File: src/hdl/bilin_params.svh
`ifndef BILIN_PARAMS_SVH
`define BILIN_PARAMS_SVH

// Output pixels handled per group
`define BILIN_LANES 4

// Linear address into either image memory
`define BILIN_AW 19

// Image sizes and integer coordinates
`define BILIN_DIM_W 16

// Grey pixel
`define BILIN_PIX_W 8

// Fraction bits of a source coordinate
`define BILIN_FRAC_W 8

// One in Q0.8 for the complementary weight
`define BILIN_ONE_Q08 256

// Half an LSB of Q8.16 for round to nearest
`define BILIN_ROUND_Q016 32768

`endif

File: src/hdl/bilin_pkg.sv
`default_nettype none

`include "bilin_params.svh"

package bilin_pkg;

  // Image dimension or coordinate
  typedef logic [`BILIN_DIM_W-1:0]    dim_t;
  // Q8.8 scale and inverse scale
  typedef logic [2*`BILIN_FRAC_W-1:0] scale_t;
  typedef logic [`BILIN_AW-1:0]       addr_t;
  typedef logic [`BILIN_PIX_W-1:0]    pix_t;
  // Q0.8 coordinate fraction
  typedef logic [`BILIN_FRAC_W-1:0]   frac_t;
  // Q0.16 corner weight, wide enough for 256 x 256
  typedef logic [2*`BILIN_FRAC_W+1:0] weight_t;
  // Q8.16 product or sum
  typedef logic [31:0]                acc_t;

  // Fetch unit walk
  typedef enum logic [2:0] {
    FETCH_IDLE,
    FETCH_SETUP,
    FETCH_ROW,
    FETCH_GROUP,
    FETCH_READ,
    FETCH_HANDOFF
  } fetch_state_t;

  // Everything one lane needs to blend one output pixel
  typedef struct packed {
    logic  lane_valid;
    dim_t  x;
    frac_t fx;
    frac_t fy;
    pix_t  p00;
    pix_t  p10;
    pix_t  p01;
    pix_t  p11;
  } lane_req_t;

endpackage

`default_nettype wire

File: src/hdl/bilin_writer.sv
`timescale 1ns/1ps
`default_nettype none

`include "bilin_params.svh"

module bilin_writer (
  input  wire logic             clk,
  input  wire logic             rst_n,
  input  wire logic             i_valid,
  input  wire bilin_pkg::pix_t  i_pix [`BILIN_LANES],
  input  wire bilin_pkg::dim_t  i_x [`BILIN_LANES],
  input  wire bilin_pkg::dim_t  i_row,
  input  wire logic             i_lane_valid [`BILIN_LANES],
  input  wire bilin_pkg::dim_t  i_out_w,
  input  wire bilin_pkg::dim_t  i_out_h,
  output logic                  o_ready,
  output bilin_pkg::addr_t      o_out_waddr,
  output bilin_pkg::pix_t       o_out_wdata,
  output logic                  o_out_we,
  output logic                  o_done
);

  logic [$clog2(`BILIN_LANES)-1:0] lane;
  logic [31:0]                     waddr_full;
  logic                            at_end;
  logic                            last_q;

  // Group is released on its last lane
  assign o_ready = (lane == ($clog2(`BILIN_LANES))'(`BILIN_LANES - 1));

  assign waddr_full = i_row * i_out_w + i_x[lane];

  // Bottom right pixel of the output image
  assign at_end = i_lane_valid[lane] && (i_x[lane] == i_out_w - 1'b1)
               && (i_row == i_out_h - 1'b1);

  always_ff @(posedge clk or negedge rst_n) begin
    if (!rst_n) begin
      lane     <= '0;
      o_out_we <= 1'b0;
      last_q   <= 1'b0;
      o_done   <= 1'b0;
    end else begin
      // Padding lanes past the row end are skipped
      o_out_we <= i_valid && i_lane_valid[lane];
      last_q   <= i_valid && at_end;
      // Done trails the last write by one cycle
      o_done   <= last_q;
      if (i_valid) begin
        lane <= o_ready ? '0 : lane + 1'b1;
      end
    end
  end

  always_ff @(posedge clk) begin
    if (i_valid) begin
      o_out_waddr <= waddr_full[`BILIN_AW-1:0];
      o_out_wdata <= i_pix[lane];
    end
  end

endmodule

`default_nettype wire

File: config.mk
export PLATFORM = sky130hd
export DESIGN_NAME = bilin_writer
export DESIGN_NICKNAME = d
export VERILOG_FILES = /design/src/hdl/bilin_pkg.sv /design/src/hdl/bilin_writer.sv
export VERILOG_INCLUDE_DIRS = /design/src /design/src/hdl
export SDC_FILE = /design/constraint.sdc
export NUM_CORES = 1
export LEC_CHECK = 0
export BUFFER_PORTS_ARGS = -buffer_cell sky130_fd_sc_hd__buf_2
export CAP_MARGIN = 20
export CORE_ASPECT_RATIO = 0.9
export CORE_MARGIN = 4
export CORE_UTILIZATION = 50
export DETAILED_ROUTE_END_ITERATION = 8
export PLACE_DENSITY = 0.76
export SYNTH_ARGS = -nofsm -noshare
export SYNTH_HDL_FRONTEND = slang
export SYNTH_SLANG_ARGS = --single-unit
File: constraint.sdc
create_clock -name clk -period 5.25 [get_ports clk]
set_clock_uncertainty 0.15 [all_clocks]
set_input_delay 0.525 -clock clk [delete_from_list [all_inputs] [get_ports clk]]
set_output_delay 0.525 -clock clk [all_outputs]
set_load 0.02 [all_outputs]
==> results.cfg <==
[setup_path]
cpPeakStageDelay_ns = 0.55
cp_cell_sequence = buf_12 -> and2_4 -> fa_1 -> inv_2 -> fa_1 -> fa_1 -> fa_1 -> inv_1 -> fa_1 -> inv_1 -> fa_1 -> inv_2 -> ha_4 -> a21o_1 -> a21oi_2 -> nor2_1 -> a21oi_1 -> o31ai_2 -> o41a_1 -> xor2_1
crit_slowest_cell = fa_1
cp_max_fo = 7
critPathLaunchType = input pin
critPathKind = input pin to register
end_kind = register
path_buf_inv = 5
cp.depth = 20
crit_required_ns = 5.13
critical_path.top_delay_family = adder cells
crit_top_cell = fa_1
reg2reg_depth = 18
critPathArrivalTime_ns = 5.28

[synthesis]
synth_cells = 922
synth_compound_gate_area_share_pct = 3.61
synth-seq-area-share_pct = 11.1
ys.flop_type = edfxtp_1
synth-edff-count = 27
synth_nets = 1268
synthArstFlopShare_pct = 15.6
synthAdderAreaFrac_pct = 40.8
synth_top_area_share_pct = 31.9
syn_avg_cell_area_um2 = 9.18
synth-simple-area-share_pct = 16.4
synth.area.mux_share_pct = 7.65
syn_area_um2 = 8460
synth_common_cells = 223 x inv_1, 135 x fa_1, 99 x and2_1, 97 x nand2_1, 68 x xnor2_1
synth_warnings = 0
synth_top_area_cell = fa_1
ys_types = 46
ys_top_cells_by_area = fa_1 32%, inv_1 9.9%, edfxtp_1 9.6%, ha_1 8.9%, and2_1 7.3%
synth_top_family_by_area = adder cells
yosysMostFrequentCell = inv_1
synth-xor-area-share_pct = 8.70
synth-seq-cells = 32

[placement]
placed_area_um2 = 10300
numPortBuffers = 180
hpwl_um = 21600
gp_congestion = 0.999

[timing]
worst_pin_slew_ns = 0.799
fmax_mhz = 185
hold_viol = 0
hold_ws_ns = 0.202
fin_ws_ns = -0.149
slew_viol_final = 0
layout_min_cycle_time_ns = 5.40
grt_setup_unrepaired = true
post-route-period-util_pct = 103
setup_viol = 3
relSlewSlack_pct = 45.4

[global_route]
grt_max_degree = 31
grt_pass1_wl_um = 38800
grt_pass1_vias = 7488
grt.overflow.total = 0
antenna_found_initial = 9
track_usage_pct = 25.8

[floorplanning]
die_y_um = 131
ioPinCount = 181
start_util_pct = 51.7
die_w_um = 145
core_um2 = 16400
die-area_um2 = 19100
fp-row-count = 44

[finish]
area_growth_pct = 27.1
multi_input_area_um2 = 6690
seq_area_um2 = 937
stdcell_area_um2 = 10800
fin_nets = 1517
fill_cells = 1318
drive_above_1_share_pct = 31.1

[clocking]
clk-insertion-delay-late_ns = 0.28
clkTransAtPathRegs_ns = 0.06
cts_made_buffers = 5
cts_num_sinks = 32
cts_tree = yes
clockBufferDepth = 2
cts_root_buf = clkbuf_16
h-tree-depth = 2

[worst_hold_path]
worstHoldPathCells = 0
hp-class = register to register

[detailed_routing]
num_vias = 7148
ant_nets = 0
vias_per_cell = 5.15
drc = 0
firstDrtPassIters = 5
post_drt_wl_per_cell_um = 17.8
wl_um = 24700
drtIter0Drc = 370

[flow_run]
cap_violations = 0

[run_status]
status = complete, but fails checks
violations = negative setup slack
==> layout by cell type, fill, tap and decap left out, drive strengths merged, types with 6 or more instances in the layout <==
cell type  synthesis  layout
xnor2             68      68
inv              223     223
fa               135     135
clkbuf            37       8
edfxtp            27      27
o21ai             12      12
diode              0       8
xor2              16      16
nand3              8       8
nand2             97      97
nor3              11      11
a21oi             11      11
ha                60      60
mux4              24      24
buf                5     281
nor4               6       6
and2              99      99
nor2              20      20
nor2b              8       8
or3                6       6
==> final cells by class <==
type | instances | share of cell area [%]
Antenna cell | 8 | 0.186
Tap cell | 207 | 2.41
Multi-Input combinational cell | 625 | 62.2
Timing Repair Buffer | 284 | 17.3
Clock buffer | 6 | 1.29
Sequential cell | 32 | 8.72
Clock inverter | 2 | 0.0931
Inverter | 223 | 7.79
==> stage by stage <==
stage | utilization (%) | setup TNS [ns] | cells | worst slack, ns
2_1_floorplan | - | -1.10 | 922 | -0.539
5_1_grt | 65.7 | -0.864 | 1385 | -0.304
3_3_place_gp | 63.0 | -2.15 | 1368 | -0.525
3_5_place_dp | 63.0 | -2.67 | 1368 | -0.604
6_report | 65.8 | -0.211 | 1387 | -0.149
4_1_cts | 64.7 | -0.239 | 1379 | -0.0890
==> state kept, by name, summed over array words and instances, names as in the netlist <==
name,cells
o_out_waddr,19
o_out_wdata,8
lane,2
last_q,1
o_done,1
o_out_we,1
==> kinds of logic (layout without fill, tap and decap cells) <==
kind of cell             count (synthesis)  after routing
flip-flops                              32             32
buffers and inverters                  265            515
adder cells (fa/ha/maj)                195            195
XOR/XNOR                                84             84
multiplexers                            34             34
AO/OA/AOI/OAI                           46             46
AND/OR/NAND/NOR                        266            266
other                                    0              8
==> what timing repair did <==
item                       CTS  global route
hold endpoints to repair     5             0
pin swaps                   15            19
buffers inserted             2             1
resized for setup           26            49
hold buffers                 1             0
setup endpoints to repair    5             7
==> final timing paths <==
kind                                  from  slack (ns)         endpoint
worst max-delay path            i_out_w[4]       -0.15  o_out_waddr[17]
worst min register to register      last_q        0.20           o_done
worst min-delay path                last_q        0.20           o_done
max in group asynchronous            rst_n        4.36          lane[0]
worst max register to register     lane[0]        0.19  o_out_waddr[17]
min in group asynchronous            rst_n        0.44          lane[1]
==> per-layer routing <==
metal / vias up / share of wire, % / GRT usage (%)
li1: 3315 / - / -
met1: 3465 / 40 / 32.7
met2: 312 / 48 / 43.0
met3: 56 / 8.7 / 6.44
met4: 0 / 3.5 / 10.1
met5: - / 0 / 0
Power is left out: the tool's default activity adds up to more than one toggle a clock period on the data nets, which glitch-free logic cannot reach.
