[src/hdl/bilin_params.svh]
`ifndef BILIN_PARAMS_SVH
`define BILIN_PARAMS_SVH

// Output pixels handled per group
`define BILIN_LANES 4

// Linear address into either image memory
`define BILIN_AW 19

// Image sizes and integer coordinates
`define BILIN_DIM_W 16

// Grey pixel
`define BILIN_PIX_W 8

// Fraction bits of a source coordinate
`define BILIN_FRAC_W 8

// One in Q0.8 for the complementary weight
`define BILIN_ONE_Q08 256

// Half an LSB of Q8.16 for round to nearest
`define BILIN_ROUND_Q016 32768

`endif

[src/hdl/bilin_pkg.sv]
`default_nettype none

`include "bilin_params.svh"

package bilin_pkg;

  // Image dimension or coordinate
  typedef logic [`BILIN_DIM_W-1:0]    dim_t;
  // Q8.8 scale and inverse scale
  typedef logic [2*`BILIN_FRAC_W-1:0] scale_t;
  typedef logic [`BILIN_AW-1:0]       addr_t;
  typedef logic [`BILIN_PIX_W-1:0]    pix_t;
  // Q0.8 coordinate fraction
  typedef logic [`BILIN_FRAC_W-1:0]   frac_t;
  // Q0.16 corner weight, wide enough for 256 x 256
  typedef logic [2*`BILIN_FRAC_W+1:0] weight_t;
  // Q8.16 product or sum
  typedef logic [31:0]                acc_t;

  // Fetch unit walk
  typedef enum logic [2:0] {
    FETCH_IDLE,
    FETCH_SETUP,
    FETCH_ROW,
    FETCH_GROUP,
    FETCH_READ,
    FETCH_HANDOFF
  } fetch_state_t;

  // Everything one lane needs to blend one output pixel
  typedef struct packed {
    logic  lane_valid;
    dim_t  x;
    frac_t fx;
    frac_t fy;
    pix_t  p00;
    pix_t  p10;
    pix_t  p01;
    pix_t  p11;
  } lane_req_t;

endpackage

`default_nettype wire

[src/hdl/bilin_fetch.sv]
`timescale 1ns/1ps
`default_nettype none

`include "bilin_params.svh"

module bilin_fetch (
  input  wire logic                clk,
  input  wire logic                rst_n,
  input  wire logic                i_start,
  input  wire bilin_pkg::dim_t     i_in_w,
  input  wire bilin_pkg::dim_t     i_in_h,
  input  wire bilin_pkg::scale_t   i_scale_q88,
  input  wire bilin_pkg::pix_t     i_in_rdata,
  input  wire logic                i_grp_ready,
  input  wire logic                i_walk_done,
  output logic                     o_busy,
  output bilin_pkg::dim_t          o_out_w,
  output bilin_pkg::dim_t          o_out_h,
  output bilin_pkg::addr_t         o_in_raddr,
  output logic                     o_grp_valid,
  output bilin_pkg::lane_req_t     o_lane_req [`BILIN_LANES],
  output bilin_pkg::dim_t          o_row
);

  // Source base and fraction packed as {base, frac}
  function automatic logic [`BILIN_DIM_W+`BILIN_FRAC_W-1:0] clamp_src(
    input bilin_pkg::dim_t   pos,
    input bilin_pkg::scale_t inv,
    input bilin_pkg::dim_t   size
  );
    logic [31:0]     prod;
    bilin_pkg::dim_t whole;
    // Q16.8 source position
    prod  = pos * inv;
    whole = prod[`BILIN_DIM_W+`BILIN_FRAC_W-1:`BILIN_FRAC_W];
    // Past the last pair of pixels so pin to the border
    if (whole >= size - 1'b1) begin
      return {size - 2'd2, {`BILIN_FRAC_W{1'b1}}};
    end
    return {whole, prod[`BILIN_FRAC_W-1:0]};
  endfunction

  bilin_pkg::fetch_state_t state;
  logic                    busy_r;
  logic                    start_ok;
  logic                    grp_xfer;
  bilin_pkg::scale_t       inv_scale;
  bilin_pkg::scale_t       inv_next;
  logic [31:0]             mul_w;
  logic [31:0]             mul_h;
  bilin_pkg::dim_t         oy;
  bilin_pkg::dim_t         gx;
  bilin_pkg::dim_t         lane_x [`BILIN_LANES];
  bilin_pkg::dim_t         xi_base [`BILIN_LANES];
  bilin_pkg::dim_t         yi_base;
  bilin_pkg::frac_t        fy_row;
  // Read index holds the corner in bits 3 to 2 and the lane in bits 1 to 0
  logic [4:0]              rd_cnt;
  logic [3:0]              cap_idx;
  logic                    rd_en;
  logic                    cap_en;
  bilin_pkg::dim_t         rd_y;
  bilin_pkg::dim_t         rd_x;
  logic [31:0]             raddr_full;

  // ----------------------------------------
  // Setup math and handshake
  // ----------------------------------------
  assign mul_w = i_in_w * i_scale_q88;
  assign mul_h = i_in_h * i_scale_q88;

  always_comb begin
    if (i_scale_q88 == '0) begin
      inv_next = '1;
    end else begin
      // 65536 is one in Q8.8 squared
      inv_next = bilin_pkg::scale_t'(32'd65536 / i_scale_q88);
    end
  end

  // Busy drops in the cycle of the writer's done pulse
  assign o_busy      = busy_r & ~i_walk_done;
  assign start_ok    = (state == bilin_pkg::FETCH_IDLE) && i_start && !o_busy;
  assign o_grp_valid = (state == bilin_pkg::FETCH_HANDOFF);
  assign grp_xfer    = o_grp_valid && i_grp_ready;
  assign o_row       = oy;

  always_comb begin
    for (int l = 0; l < `BILIN_LANES; l++) begin
      lane_x[l] = gx + bilin_pkg::dim_t'(l);
    end
  end

  // ----------------------------------------
  // Corner reads
  // ----------------------------------------
  assign rd_en   = (state == bilin_pkg::FETCH_READ) && !rd_cnt[4];
  // Data returns one cycle after its address
  assign cap_idx = rd_cnt[3:0] - 4'd1;

  always_comb begin
    // Odd corners step right, upper corners step down
    rd_y       = yi_base + bilin_pkg::dim_t'(rd_cnt[3]);
    rd_x       = xi_base[rd_cnt[1:0]] + bilin_pkg::dim_t'(rd_cnt[2]);
    raddr_full = rd_y * i_in_w + rd_x;
    o_in_raddr = rd_en ? raddr_full[`BILIN_AW-1:0] : '0;
  end

  // ----------------------------------------
  // Walk control
  // ----------------------------------------
  always_ff @(posedge clk or negedge rst_n) begin
    if (!rst_n) begin
      state     <= bilin_pkg::FETCH_IDLE;
      busy_r    <= 1'b0;
      cap_en    <= 1'b0;
      rd_cnt    <= '0;
      oy        <= '0;
      gx        <= '0;
      o_out_w   <= '0;
      o_out_h   <= '0;
      inv_scale <= '0;
    end else begin
      cap_en <= rd_en;
      if (i_walk_done) begin
        busy_r <= 1'b0;
      end
      case (state)
        bilin_pkg::FETCH_IDLE: begin
          if (start_ok) begin
            busy_r    <= 1'b1;
            o_out_w   <= mul_w[`BILIN_DIM_W+`BILIN_FRAC_W-1:`BILIN_FRAC_W];
            o_out_h   <= mul_h[`BILIN_DIM_W+`BILIN_FRAC_W-1:`BILIN_FRAC_W];
            inv_scale <= inv_next;
            state     <= bilin_pkg::FETCH_SETUP;
          end
        end
        bilin_pkg::FETCH_SETUP: begin
          oy <= '0;
          // Empty output image has nothing to write
          if (o_out_w == '0 || o_out_h == '0) begin
            busy_r <= 1'b0;
            state  <= bilin_pkg::FETCH_IDLE;
          end else begin
            state <= bilin_pkg::FETCH_ROW;
          end
        end
        bilin_pkg::FETCH_ROW: begin
          gx    <= '0;
          state <= bilin_pkg::FETCH_GROUP;
        end
        bilin_pkg::FETCH_GROUP: begin
          rd_cnt <= '0;
          state  <= bilin_pkg::FETCH_READ;
        end
        bilin_pkg::FETCH_READ: begin
          rd_cnt <= rd_cnt + 5'd1;
          if (rd_cnt[4]) begin
            state <= bilin_pkg::FETCH_HANDOFF;
          end
        end
        bilin_pkg::FETCH_HANDOFF: begin
          if (grp_xfer) begin
            if (gx + bilin_pkg::dim_t'(`BILIN_LANES) < o_out_w) begin
              gx    <= gx + bilin_pkg::dim_t'(`BILIN_LANES);
              state <= bilin_pkg::FETCH_GROUP;
            end else if (oy + 1'b1 < o_out_h) begin
              oy    <= oy + 1'b1;
              state <= bilin_pkg::FETCH_ROW;
            end else begin
              // Stay busy until the writer drains
              state <= bilin_pkg::FETCH_IDLE;
            end
          end
        end
        default: state <= bilin_pkg::FETCH_IDLE;
      endcase
    end
  end

  // ----------------------------------------
  // Coordinates and corner pixels
  // ----------------------------------------
  always_ff @(posedge clk) begin
    if (state == bilin_pkg::FETCH_ROW) begin
      {yi_base, fy_row} <= clamp_src(oy, inv_scale, i_in_h);
    end
    if (state == bilin_pkg::FETCH_GROUP) begin
      for (int l = 0; l < `BILIN_LANES; l++) begin
        {xi_base[l], o_lane_req[l].fx} <= clamp_src(lane_x[l], inv_scale, i_in_w);
        o_lane_req[l].x          <= lane_x[l];
        o_lane_req[l].lane_valid <= lane_x[l] < o_out_w;
        o_lane_req[l].fy         <= fy_row;
      end
    end
    if (cap_en) begin
      case (cap_idx[3:2])
        2'd0:    o_lane_req[cap_idx[1:0]].p00 <= i_in_rdata;
        2'd1:    o_lane_req[cap_idx[1:0]].p10 <= i_in_rdata;
        2'd2:    o_lane_req[cap_idx[1:0]].p01 <= i_in_rdata;
        default: o_lane_req[cap_idx[1:0]].p11 <= i_in_rdata;
      endcase
    end
  end

endmodule

`default_nettype wire

[config.mk]
export PLATFORM = sky130hd
export DESIGN_NAME = bilin_fetch
export DESIGN_NICKNAME = d
export VERILOG_FILES = /design/src/hdl/bilin_pkg.sv /design/src/hdl/bilin_fetch.sv
export VERILOG_INCLUDE_DIRS = /design/src /design/src/hdl
export SDC_FILE = /design/constraint.sdc
export NUM_CORES = 2
export LEC_CHECK = 0
export ABC_AREA = 0
export BUFFER_PORTS_ARGS = -buffer_cell sky130_fd_sc_hd__buf_2
export CAP_MARGIN = 0
export CORE_MARGIN = 4
export CORE_UTILIZATION = 30
export CTS_BUF_LIST = sky130_fd_sc_hd__clkbuf_16
export DETAILED_ROUTE_END_ITERATION = 8
export PLACE_DENSITY = 0.51
export SETUP_SLACK_MARGIN = 0.05
export SLEW_MARGIN = 25
export SYNTH_ARGS = -nofsm -noshare
export SYNTH_HDL_FRONTEND = slang
export SYNTH_SLANG_ARGS = --single-unit
[constraint.sdc]
create_clock -name clk -period 14.1 [get_ports clk]
set_input_delay 0.705 -clock clk [delete_from_list [all_inputs] [get_ports clk]]
set_output_delay 0.705 -clock clk [all_outputs]
set_load 0.02 [all_outputs]
==> results.yml <==
global_routing:
  grt_overflow_total: 0
  antenna_found_initial: 22
  grt_pass1_vias: 90000
  grt_max_degree: 76
  grt_use_total_pct: 20.9
  grt_pass1_wl_um: 540000
place:
  dp_cells: 17600
  gp_congestion: 0.879
  io_buffers: 383
  dp_hpwl_um: 270000
  placed_area_um2: 117000
setup_path:
  slowest_delay_ps: 540
  path_max_fanout: 7
  crit_top_cell: "buf_4"
  cp.buffers_inverters: 98
  slowest_stage: "or4_1"
  cp_data_required_time_ps: 14720
  crit_type: "primary input to flop"
  reg2reg_slack_ps: 4290
  crit_family: "compound AO/OA/AOI/OAI gates"
  arrival_ps: 70580
  cp-start-kind: "primary input"
  worstSetupEndpointType: "flop"
final_layout:
  seq_area_um2: 11000
  fin_nets: 16300
  multi_input_area_um2: 79100
  final_common_cell: "buf_4"
  fillers: 32500
  drive_above_1_share_pct: 25.8
  final_area_um2: 125000
  layout-area-overhead-vs-synth_pct: 29.9
  final_cell_mix: "2,287 x buf_4, 1,879 x inv_1, 1,530 x nand2_1"
  fin_cells: 18200
  fin_util_pct: 39.3
timing:
  rsz0062_at_grt: "yes"
  finalSetupViolCount: 16
  final_hold_viol_count: 0
  worst_pin_slew_ps: 1100
  slew_viol_final: 0
  max_freq_mhz: 14.3
  finalClockSkew_ps: 66.9
  finalCritPeriodShare_pct: 496
  timing.final.ws_setup_ps: -55850
  slew_headroom_pct: 26.6
  fin_crit_ps: 69950
routing:
  drc: 0
  vias: 88000
  dr.first_iter.drc_count: 5212
  wl_per_cell_um: 19.4
  first_pass_iters: 6
  drtAntennaViolNets: 0
  totalWireLength_um: 353000
  via_per_inst: 4.83
cts:
  root_buffer: "clkbuf_16"
  clock_latency_ps: 730
  tritoncts.num_buffers: 53
  tritoncts: "done"
  cts_hold_buf: 0
  cts.htree.levels: 2
  clk_path_buf_depth: 3
  cts_num_sinks: 406
  clk_pin_slew_ps: 60
floorplanning:
  die_height_um: 575
  io_pins: 390
  fp.dieW_um: 575
  start_util_pct: 30.2
  core_area_um2: 319000
  num_rows: 207
  die-area_um2: 330000
synthesis:
  ys_seq_elements: 406
  async_reset_ff_share_pct: 21.7
  synth.distinct_cells: 130
  synth_edf_count: 238
  synthCells: 11600
  synth_ff_type: "edfxtp_1"
  yosysSeqAreaShare_pct: 11.4
  syn_area_um2: 96300
  yosys_warnings: 0
  synth.avg_cell_area_um2: 8.33
worst_hold_path:
  hp-class: "primary input to asynchronous set/reset pin"
status:
  failed_checks: "negative setup slack"
  outcome: "finished, violations left"
run:
  cap_viol_max_count: 0
## worst register-to-register path, delay by kind of cell (launching register included)
kind,cells,cell delay [ps]
AOI/OAI and AO/OA,17,4010
xor gates and xnor gates,1,360
adders and majority gates,8,2810
buffers and inverters,6,930
DFF,1,570
and+or+nand+nor,5,740
## layout make-up
cell class                 instances  share of cell area (%)
multi-input combinational       8735                    63.2
timing repair buffer            2789                    16.5
sequential                       406                    8.77
inverter                        1903                    5.72
tap                             4284                    4.28
clock buffer                      55                    1.10
clock inverter                    43                   0.362
antenna                           10                  0.0200
## through the flow
| stage | hold WS [ps] | setup TNS [ps] | setup WS (ps) |
|---|---|---|---|
| floorplan | 400 | -548530 | -59390 |
| global placement | 405 | -537320 | -57800 |
| detailed placement | 417 | -546710 | -58700 |
| CTS | 17.1 | -498800 | -54620 |
| global route | 63.6 | -553320 | -59730 |
| finish | 38.5 | -515000 | -55850 |
## logic make-up after synthesis
family | Yosys count | share of synthesized area (%)
buf+inv | 2464 | 9.80
simple gates | 3493 | 17.3
xor+xnor | 628 | 5.71
mux | 138 | 1.77
other cells | 2 | 0.00779
fa+ha+maj | 2311 | 39.9
flops | 406 | 11.4
compound gates | 2130 | 14.2
## synth_stat cells (23+ instances only)
master / instances / area (um2)
a21boi_0: 23 / 173
or3_1: 33 / 206
dfrtp_1: 88 / 2200
dfxtp_1: 80 / 1600
or2_2: 29 / 181
buf_1: 57 / 214
o31ai_1: 103 / 773
nand2_1: 1560 / 5860
a21o_1: 187 / 1400
o21bai_1: 115 / 863
edfxtp_1: 238 / 7150
a22oi_1: 39 / 293
xnor2_1: 454 / 3980
a21oi_1: 550 / 2750
o21ai_0: 555 / 2780
clkbuf_1: 443 / 1660
mux2_2: 72 / 811
nand2b_1: 172 / 1080
o21ai_1: 47 / 235
and3_1: 47 / 294
inv_1: 1897 / 7120
o21a_1: 96 / 721
and2_1: 549 / 3430
a211oi_1: 37 / 278
nor3_1: 107 / 536
nand3_1: 150 / 751
nor4_1: 40 / 250
nor2_1: 538 / 2020
mux2i_1: 43 / 430
xor2_1: 174 / 1520
fa_1: 1263 / 25300
nand4_1: 64 / 400
buf_4: 38 / 285
ha_1: 1048 / 13100
nor2b_1: 87 / 544
a31oi_1: 39 / 244
o211ai_1: 50 / 375
## worst paths after layout
check	startpoint	to	cells past startpoint
max in group asynchronous	rst_n	inv_scale[12]$_DFFE_PN0P_	2
max	i_scale_q88[6]	inv_scale[0]$_DFFE_PN0P_	441
min	rst_n	cap_en$_DFF_PN0_	1
min in group clk	i_grp_ready	state[2]$_DFFE_PN0P_	4
max reg2reg	inv_scale[1]$_DFFE_PN0P_	yi_base[9]$_DFFE_PP_	37
min reg2reg	fy_row[1]$_SDFFCE_PN1P_	o_lane_req[98]$_DFFE_PN_	0
## per-layer routing
metal	vias up	share of wire [%]	wire length, um	global-route usage [%]
met5	-	0.0077	27	0
met2	1995	50	176000	37.5
met3	435	4.9	17200	2.22
met1	43400	42	148000	26.4
met4	4	3.4	11800	5.93
li1	42200	-	-	-
## sequential cells by signal, summed over array words and instances (netlist names), 5 cells and up
name        count
o_lane_req    230
xi_base        64
inv_scale      16
o_out_h        16
o_out_w        16
o_row          16
yi_base        16
gx             14
fy_row          8
rd_cnt          5
## what timing repair did
action	CTS	global route
endpoints found under the setup margin	16	16
gates cloned	5	5
buffers inserted	410	145
pin swaps	230	267
gates resized for setup	282	290
Power is left out: the tool's default activity adds up to more than one toggle a clock period on the data nets, which glitch-free logic cannot reach.
